==> config.mk <==
export PLATFORM = sky130hd
export DESIGN_NAME = cache_controller
export DESIGN_NICKNAME = d
export VERILOG_FILES = /design/src/cache_pkg.sv /design/src/mem_pkg.sv /design/src/cache_controller.sv
export SDC_FILE = /design/constraint.sdc
export NUM_CORES = 1
export LEC_CHECK = 0
export ABC_AREA = 1
export BUFFER_PORTS_ARGS = -buffer_cell sky130_fd_sc_hd__buf_2
export CAP_MARGIN = 20
export CORE_ASPECT_RATIO = 1.2
export CORE_MARGIN = 1
export CORE_UTILIZATION = 30
export DETAILED_ROUTE_END_ITERATION = 6
export GPL_ROUTABILITY_DRIVEN = 0
export GPL_TIMING_DRIVEN = 0
export PLACE_DENSITY = 0.9
export REMOVE_ABC_BUFFERS = 1
export SYNTH_ARGS = -nofsm -noshare
export SYNTH_HDL_FRONTEND = slang
export SYNTH_SLANG_ARGS = --single-unit
==> constraint.sdc <==
create_clock -name clk -period 1.75 [get_ports clk]
set_clock_uncertainty 0.15 [all_clocks]
set_input_delay 0.2625 -clock clk [delete_from_list [all_inputs] [get_ports clk]]
set_output_delay 0.2625 -clock clk [all_outputs]
set_load 0.1 [all_outputs]
==> src/cache_pkg.sv <==
package cache_pkg;

	// Byte address split: tag | index | offset
	localparam int addr_w = 16;
	localparam int data_w = 16;
	localparam int tag_w = 5;
	localparam int index_w = 8;
	localparam int offset_w = 3;
	localparam int index_lo = offset_w;
	localparam int tag_lo = offset_w + index_w;

	// Four 16-bit words per line, at even byte offsets
	localparam int line_words = 4;
	localparam int word_sel_w = $clog2(line_words);

	typedef struct packed {
		logic [tag_w-1:0] tag;
		logic valid;
		logic dirty;
	} tag_entry_t;

	typedef enum logic [3:0] {
		idle = 4'b0000,
		hit = 4'b0001,
		cmp_rd_0 = 4'b0010,
		cmp_wt_0 = 4'b0011,
		wb_0 = 4'b0100,
		wb_1 = 4'b0101,
		wb_2 = 4'b0110,
		wb_3 = 4'b0111,
		fill_0 = 4'b1000,
		fill_1 = 4'b1001,
		fill_2 = 4'b1010,
		fill_3 = 4'b1011,
		fill_4 = 4'b1100,
		fill_5 = 4'b1101,
		cmp_wt_1 = 4'b1110,
		cmp_rd_1 = 4'b1111
	} ctl_state_t;

endpackage

==> src/mem_pkg.sv <==
package mem_pkg;

	// Banks interleaved on the word-in-line bits
	localparam int num_banks = 4;
	localparam int bank_sel_w = $clog2(num_banks);

	// Byte address bit 0 is never used, bank select starts at bit 1
	localparam int bank_sel_lo = 1;

	// Read data returns this many cycles after the read strobe
	localparam int mem_read_lat = 2;

endpackage

==> src/cache_controller.sv <==
`timescale 1ns/10ps

module cache_controller
	import cache_pkg::*;
	import mem_pkg::*;
(
	input logic clk,
	input logic rst_n,
	input logic [addr_w-1:0] addr,
	input logic [data_w-1:0] data_in,
	input logic rd,
	input logic wr,
	input logic hit,
	input logic dirty,
	input logic valid,
	input logic [tag_w-1:0] tag_out,
	input logic [data_w-1:0] data_out_cache,
	input logic [data_w-1:0] mem_rdata,
	output logic enable,
	output logic cmp,
	output logic write,
	output logic valid_in,
	output logic [index_w-1:0] index,
	output logic [offset_w-1:0] offset,
	output logic [tag_w-1:0] tag_in,
	output logic [data_w-1:0] cache_wdata,
	output logic [addr_w-1:0] mem_addr,
	output logic [data_w-1:0] mem_wdata,
	output logic mem_rd,
	output logic mem_wr,
	output logic done,
	output logic cache_hit,
	output logic stall,
	output logic err
);

	ctl_state_t state;
	ctl_state_t next_state;
	logic [3:0] fill_step;
	logic [3:0] fill_back;
	logic err_fsm;

	// Refill reads go out on steps 0..3, words come back mem_read_lat later
	assign fill_step = state - fill_0;
	assign fill_back = fill_step - 4'(mem_read_lat);

	always_ff @(posedge clk)
	begin
		if (!rst_n)
		begin
			state <= idle;
		end
		else
		begin
			state <= next_state;
		end
	end

	always_comb
	begin
		enable = 1'b0;
		cmp = 1'b0;
		write = 1'b0;
		valid_in = 1'b0;
		index = addr[index_lo +: index_w];
		offset = addr[offset_w-1:0];
		tag_in = addr[tag_lo +: tag_w];
		cache_wdata = data_in;
		mem_addr = '0;
		mem_wdata = data_out_cache;
		mem_rd = 1'b0;
		mem_wr = 1'b0;
		done = 1'b0;
		cache_hit = 1'b0;
		stall = 1'b1;
		err_fsm = 1'b0;
		next_state = state;

		case (state)
			idle:
			begin
				stall = 1'b0;
				// Read wins when both are requested
				if (rd)
					next_state = cmp_rd_0;
				else if (wr)
					next_state = cmp_wt_0;
			end
			cmp_rd_0, cmp_wt_0:
			begin
				enable = 1'b1;
				cmp = 1'b1;
				write = state == cmp_wt_0;
				if (hit)
					next_state = cache_pkg::hit;
				else if (valid && dirty)
					next_state = wb_0;
				else
					next_state = fill_0;
			end
			// Port named hit shadows the state name here
			cache_pkg::hit:
			begin
				enable = 1'b1;
				cmp = 1'b1;
				done = 1'b1;
				cache_hit = 1'b1;
				next_state = idle;
			end
			wb_0, wb_1, wb_2, wb_3:
			begin
				// Victim word goes back under its own tag
				enable = 1'b1;
				offset = {state[1:0], 1'b0};
				mem_addr = {tag_out, addr[index_lo +: index_w], state[1:0], 1'b0};
				mem_wr = 1'b1;
				if (state == wb_3)
					next_state = fill_0;
				else
					next_state = ctl_state_t'(state + 4'd1);
			end
			fill_0, fill_1, fill_2, fill_3, fill_4, fill_5:
			begin
				enable = 1'b1;
				if (fill_step < 4'(line_words))
				begin
					mem_rd = 1'b1;
					mem_addr = {addr[addr_w-1:offset_w], fill_step[1:0], 1'b0};
				end
				if (fill_step >= 4'(mem_read_lat))
				begin
					write = 1'b1;
					valid_in = 1'b1;
					offset = {fill_back[1:0], 1'b0};
					cache_wdata = mem_rdata;
				end
				if (state != fill_5)
					next_state = ctl_state_t'(state + 4'd1);
				else if (rd)
					next_state = cmp_rd_1;
				else if (wr)
					next_state = cmp_wt_1;
				else
					next_state = idle;
			end
			cmp_rd_1, cmp_wt_1:
			begin
				enable = 1'b1;
				cmp = 1'b1;
				write = state == cmp_wt_1;
				done = 1'b1;
				next_state = idle;
			end
			default:
			begin
				err_fsm = 1'b1;
				next_state = idle;
			end
		endcase
	end

	assign err = err_fsm || (rd && wr);

	// Refill step count above is built for this latency
	initial
	begin
		assert (mem_read_lat == 2)
			else $fatal(1, "cache_controller needs a memory read latency of 2");
	end

	// No write may land while a read is still in flight
	a_mem_rd_wr: assert property (@(posedge clk) disable iff (!rst_n)
		mem_rd |-> !mem_wr ##1 !mem_wr ##1 !mem_wr)
		else $error("memory write overlaps a pending read");

	a_done_state: assert property (@(posedge clk) disable iff (!rst_n)
		done |-> (state == cache_pkg::hit && $past(state) inside {cmp_rd_0, cmp_wt_0})
			|| (state inside {cmp_rd_1, cmp_wt_1} && $past(state) == fill_5))
		else $error("done outside a completing state");

endmodule

==> Implementation_results.wiki, run 1 <==
{| class="wikitable"
! Metric !! Value
|-
| Clock buffers created by TritonCTS || 3
|-
| Number of enable flip-flop cells after synthesis || 0
|-
| Master cell of the clock root buffer || sky130_fd_sc_hd__clkbuf_8
|-
| Clock buffer depth || 2
|-
| Result of the run || finished with violations
|-
| Clock period minus final worst setup slack || 2241 ps
|-
| Height of the die || 72.07 microns
|-
| Share of final-layout standard cells stronger than drive strength 1 || 0.6707
|-
| # nets final || 418
|-
| Top post-synthesis cells by area || sky130_fd_sc_hd__nand2_1, sky130_fd_sc_hd__buf_4, sky130_fd_sc_hd__inv_1
|-
| CTS tree || done
|-
| Share of flip-flops with an asynchronous set or reset || 0
|-
| Routed length per instance || 15.27 microns
|-
| Data required time at the worst endpoint || 1340 ps
|-
| Warnings from Yosys || 0
|-
| Global-route wire length before repair || 7.500 mm
|-
| Violations in the final reports || setup timing
|-
| Count of final setup violators || 46
|-
| Clock sink count || 4
|-
| Max rail drop VDD || 0.001020 V
|-
| IO buf count || 116
|-
| Estimated wirelength of the detail-placed design || 3.165 mm
|-
| Worst hold slack after final layout || 155.1 ps
|-
| Delay contributed by the slowest stage of the critical path || 370 ps
|-
| Flip-flop and latch count after synthesis || 4
|-
| Maximum number of pins on one net before global-route repair || 17
|-
| Average vias per placed instance || 4.765
|-
| Final hold violation count || 0
|-
| Max-slew violation count || 0
|-
| Leakage Power || ~0.0015 uW
|-
| Via count of the first global-routing pass || 1651
|-
| Via Count || 1849
|-
| Final routed DRC violation total || 0
|-
| Gate count of the mapped netlist || 224
|-
| Number of cell rows || 25
|-
| Routed WL || 5.925 mm
|-
| Global router's overall resource usage || 0.2292
|-
| Post-route antenna net violation count || 0
|-
| Share of the synthesized area in the top cell type || 0.2569
|-
| Fin worst setup slack || -490.6 ps
|-
| CP Class || flop to primary output
|-
| Critical path, cell by cell || inv_8, ha_4, inv_4, nand2_4, nand2_4, nand2_8, nand2_8, inv_12, nor2_4, buf_4, o21ai_4, buf_12
|-
| Insertion delay of the later-clocked pin in the worst-skew pair || 220 ps
|-
| CTS Hold Buffers Added || 0
|-
| Netlist Area Pre-Place || between 0.001 and 0.0015 sq mm
|-
| Flip-flop count of the largest register, all copies and words added || 4
|-
| Starting DRC count in detailed routing || 58
|-
| Portion of the post-synthesis area used by sequential elements || 0.06524
|-
| Kind of launch point of the worst setup path || flop
|-
| Share of the clock period used by the worst path after layout || 1.280
|-
| Residual overflow from global routing || 0
|-
| Number of detailed-routing iterations run before antenna repair || 4
|-
| Setup repair after global routing missed its margin || yes
|-
| Initial antenna violation count || 0
|-
| Critical Path Sink Type || primary output
|-
| Slowest library cell on the worst path || sky130_fd_sc_hd__dfxtp_4
|-
| Pwr Total || 3801 uW
|-
| Hold WC Path Type || input pin to flop
|-
| Layout-stage area growth over the synthesis result || 129.6%
|-
| DIE WIDTH || 60.39 microns
|-
| Regs by FF count || state (4)
|-
| Syn avg cell area || 5.480 sq um
|-
| Number of inserted filler cells in the final layout || approximately 270
|-
| Power density over the cells || roughly 1300 mW/mm^2
|-
| Dominant cell by count in the synthesized netlist || sky130_fd_sc_hd__nand2_1
|-
| Most frequent cells after synthesis || sky130_fd_sc_hd__nand2_1, sky130_fd_sc_hd__buf_4, sky130_fd_sc_hd__inv_1, sky130_fd_sc_hd__nor2_1
|-
| Main flop type after synthesis || sky130_fd_sc_hd__dfxtp_1
|-
| Total number of H-tree levels || 1
|-
| Number of placed I/O pins || 150
|-
| Max Cap Violations || 0
|-
| Arrival time worst endpoint || around 1800 ps
|-
| Area of the core || 0.003941 sq mm
|-
| Count of antenna diodes in the layout || 0
|-
| Number of distinct library cell variants in the gate-level netlist after synthesis || 27
|-
| Worst Path Max Fanout || 5
|-
| Most area-hungry cell type in the Yosys netlist || sky130_fd_sc_hd__nand2_1
|-
| Register containing the most flip-flops in the final layout || state
|-
| Maximum clock frequency || 0.4463 GHz
|-
| Initial core utilization || 0.3114
|-
| Total die area || 0.004352 sq mm
|-
| Clock-pin slew reported for the worst setup and hold paths after clock tree synthesis || 30 ps
|}
-- final cells by class --
type | instances | area [sq um] | area share
Tap cell | 54 | 67.56 | 0.02398
Timing Repair inverter | 1 | 8.758 | 0.003108
Multi-Input combinational cell | 156 | 1041 | 0.3695
Timing Repair Buffer | 140 | 1414 | 0.5018
Clock buffer | 3 | 41.29 | 0.01465
Inverter | 30 | 155.1 | 0.05506
Sequential cell | 4 | 90.09 | 0.03197
-- worst max-delay path: cells and delay by family (launching register included) --
kind | cells | cell delay (ps)
DFF | 1 | 370
and+or+nand+nor | 5 | 390
buffers and inverters | 5 | 540
adders and majority gates | 1 | 160
AOI/OAI and AO/OA | 1 | 140
-- cell families after synthesis --
kind of cell	count (synthesis)	synth area share
and+or+nand+nor	129	0.4506
xor gates and xnor gates	1	0.007137
DFF	4	0.06524
buffers and inverters	64	0.3160
other	1	0.003055
adders and majority gates	6	0.06116
AOI/OAI and AO/OA	19	0.09684
-- stage by stage --
stage          utilization  setup slack [ps]  instances  setup TNS [ps]  cell area (sq um)
2_1_floorplan            -             -1442        190          -40370              957.2
3_3_place_gp        0.4073            -966.4        360          -27650               1605
3_5_place_dp        0.4073            -961.4        360          -27420               1605
4_1_cts             0.6302            -432.9        374          -14930               2484
5_1_grt             0.7149            -566.4        388          -21630               2818
6_report            0.7149            -490.6        388          -18300               2818
-- power by group --
part           switching [uW]  total [uW]  internal [uW]
clock                    47.1         194            147
combinational            2220        3390           1180
sequential               82.2         214            132
total                    2340        3800           1460
-- timing repair --
action                     4_1_cts  5_1_grt
resized for setup              214       58
cloned                           1        0
setup endpoints to repair       47       47
pin swaps                        8        5
setup buffers                   10       14
-- worst paths after layout --
check                           startpoint   endpoint  slack (ps)  cells after the start
worst max-delay path              state[0]  offset[1]        -490                     12
worst max register to register    state[0]   state[0]        -270                     13
worst min register to register    state[0]   state[0]         500                      4
worst min-delay path                 rst_n   state[3]         160                      3
-- cells in the final DEF (no fill, tap or decap), types with 8 or more instances in the layout --
master / instances
sky130_fd_sc_hd__buf_12: 40
sky130_fd_sc_hd__buf_2: 73
sky130_fd_sc_hd__buf_4: 17
sky130_fd_sc_hd__buf_6: 8
sky130_fd_sc_hd__inv_1: 19
sky130_fd_sc_hd__nand2_1: 54
sky130_fd_sc_hd__nand2_2: 28
sky130_fd_sc_hd__nor2_1: 13
sky130_fd_sc_hd__nor2_2: 8
-- per-layer routing --
layer | global-route usage | wire, microns
met3 | 0.1016 | 469
met5 | 0 | 0
met2 | 0.4261 | 3342
met1 | 0.2030 | 1860
met4 | 0.1059 | 253
(Power assumes the default switching activity.)
==> run 2: changes to the inputs <==
Settings changed: CORE_UTILIZATION 30 to 33, PLACE_DENSITY 0.9 to 0.93.
Clock period 1.75 ns to 2.5 ns, I/O delays scaled along.
==> Implementation_results.wiki, run 2 (synthesized netlist as in run 1, its figures left out) <==
{| class="wikitable"
! Metric !! Value
|-
| Via Count || ~1600
|-
| Leakage Power || 0.001207 uW
|-
| Max-slew violation count || 0
|-
| Area of the core || around 0.0035 sq mm
|-
| Global router's overall resource usage || 0.1779
|-
| Post-Route Setup TNS || 0 ps
|-
| Critical path launch point || state[0]
|-
| Internal || 553.9 uW
|-
| # nets final || a little under 400
|-
| Total number of H-tree levels || 1
|-
| Max rail drop VDD || around 0.00058 V
|-
| End of the worst register-to-register path || state[2]
|-
| Clock buffers created by TritonCTS || 3
|-
| Final routed DRC violation total || 11
|-
| Number of cell rows || 23
|-
| DIE WIDTH || a little under 60 microns
|-
| Maximum clock frequency || roughly 0.41 GHz
|-
| Worst r2r src || state[1]
|-
| Maximum number of pins on one net before global-route repair || 20
|-
| Count of antenna diodes in the layout || 0
|-
| Worst Path Max Fanout || 14
|-
| Share of the clock period used by the worst path after layout || 0.9684
|-
| Switching pwr || approximately 1400 uW
|-
| Via count of the first global-routing pass || 1349
|-
| Number of detailed-routing iterations run before antenna repair || 7
|-
| Critical Path Sink Type || primary output
|-
| Sequential cell fraction of total power || 0.066
|-
| Total die area || 0.003969 sq mm
|-
| Initial antenna violation count || 0
|-
| Minimum setup slack among reg-to-reg paths || approximately 700 ps
|-
| CP Class || flop to primary output
|-
| Height of the die || 68.81 microns
|-
| Power density over the cells || 1001 mW/mm^2
|-
| Routed WL || ~4.4 mm
|-
| Routed length per instance || ~13 microns
|-
| Setup repair after global routing missed its margin || yes
|-
| Clock-pin slew reported for the worst setup and hold paths after clock tree synthesis || 30 ps
|-
| Routed wire length on met2 || ~2.4 mm
|-
| Worst slack, placed || -369.9 ps
|-
| Pwr Total || 1941 uW
|-
| Post-route antenna net violation count || 0
|-
| Residual overflow from global routing || 0
|-
| Post-route met1 wirelength || 1.555 mm
|-
| Global-route wire length before repair || 5.423 mm
|-
| Kind of launch point of the worst setup path || flop
|-
| Combinational cell fraction of total power || 0.866
|-
| Initial core utilization || 0.3554
|-
| Starting DRC count in detailed routing || 56
|-
| Share of final-layout standard cells stronger than drive strength 1 || 0.4727
|-
| Arrival time worst endpoint || between 1500 and 2000 ps
|-
| Final hold violation count || 0
|-
| Count of final setup violators || 0
|-
| Clock buffer depth || 2
|-
| Last element of the critical path || cache_wdata[8]
|-
| Master cell of the clock root buffer || sky130_fd_sc_hd__clkbuf_8
|-
| Sum of met3 wire segment lengths after detailed routing || about 380 microns
|-
| Hold WC Path Type || input pin to flop
|-
| Fin worst setup slack || approximately 79 ps
|-
| Average vias per placed instance || ~4.7
|-
| IO buf count || 116
|-
| Number of placed I/O pins || 150
|-
| Result of the run || finished with violations
|-
| Clock power share || 0.069
|-
| Clock sink count || 4
|-
| Most frequent standard cell in the layout excluding fill and tap cells || sky130_fd_sc_hd__nand2_1
|-
| Data required time at the worst endpoint || 1980 ps
|-
| Violations in the final reports || DRC
|-
| Register containing the most flip-flops in the final layout || state
|-
| Clock period minus final worst setup slack || 2421 ps
|-
| DR top layer || met4
|-
| CTS tree || done
|-
| Max Cap Violations || 0
|-
| Cell count of the worst reg-to-reg path || 7
|-
| Commonest cells after routing, fill and taps aside || sky130_fd_sc_hd__nand2_1, sky130_fd_sc_hd__buf_2, sky130_fd_sc_hd__buf_6, sky130_fd_sc_hd__inv_1, sky130_fd_sc_hd__nor2_1
|-
| Layout-stage area growth over the synthesis result || 58.00%
|-
| Net Sw Frac || 0.7146
|-
| Estimated wirelength of the detail-placed design || roughly 3.2 mm
|-
| Regs by FF count || state (4)
|-
| Insertion delay of the later-clocked pin in the worst-skew pair || around 210 ps
|-
| Flip-flop count of the largest register, all copies and words added || 4
|}
## run 2: timing repair
action / 4_1_cts / 5_1_grt
setup buffers: 0 / 2
gates resized for setup: 69 / 27
hold buffers: 0 / 0
endpoints found under the setup margin: 38 / 36
pin swaps: 0 / 1
## run 2: layout make-up
cell class              count  area (sq um)
fillers                   328          1514
flip-flops and latches      4         85.08
inverters                  30         122.6
well taps                  37         46.29
multi-input cells         156         795.8
clock buffers               3         41.29
repair buffers            118         848.3
## run 2: layer usage
metal / track usage / vias to the layer above
li1: - / 827
met1: 0.1680 / 734
met2: 0.3459 / 85
met3: 0.07463 / 2
met4: 0.05357 / 0
met5: 0.04286 / -
## run 2: worst min path at each step
stage               startpoint       end  slack [ps]  cells past startpoint
floorplan                rst_n  state[3]         400                      2
global placement         rst_n  state[3]         530                      3
detailed placement       rst_n  state[3]         540                      3
CTS                      rst_n  state[3]         320                      3
global route             rst_n  state[2]         320                      3
finish                   rst_n  state[3]         320                      3
## run 2: worst max-delay path, cell delays in order, from the launching register on
cell	delay [ps]
sky130_fd_sc_hd__dfxtp_4	390
sky130_fd_sc_hd__inv_4	70
sky130_fd_sc_hd__ha_1	200
sky130_fd_sc_hd__inv_1	90
sky130_fd_sc_hd__nand2_2	80
sky130_fd_sc_hd__nand2_2	90
sky130_fd_sc_hd__nand2_4	90
sky130_fd_sc_hd__nand2_8	120
sky130_fd_sc_hd__buf_6	160
sky130_fd_sc_hd__nand2_1	60
sky130_fd_sc_hd__nand2_1	90
sky130_fd_sc_hd__buf_6	230
## run 2: power by group through the flow
stage	Combinational (uW)	Sequential, uW	Clock [uW]
floorplan	1200	107	0
global placement	1520	114	0
detailed placement	1540	115	0
CTS	1630	120	138
global route	1760	130	145
finish	1680	127	133
## run 2: metrics by stage
step,instance area (sq um),utilization,cells,hold slack (ps)
floorplan,957.2,-,190,396.6
global placement,1584,0.4587,343,529.4
detailed placement,1584,0.4587,343,542.0
CTS,1831,0.5301,346,323.6
global route,1939,0.5616,348,324.0
finish,1939,0.5616,348,324.9
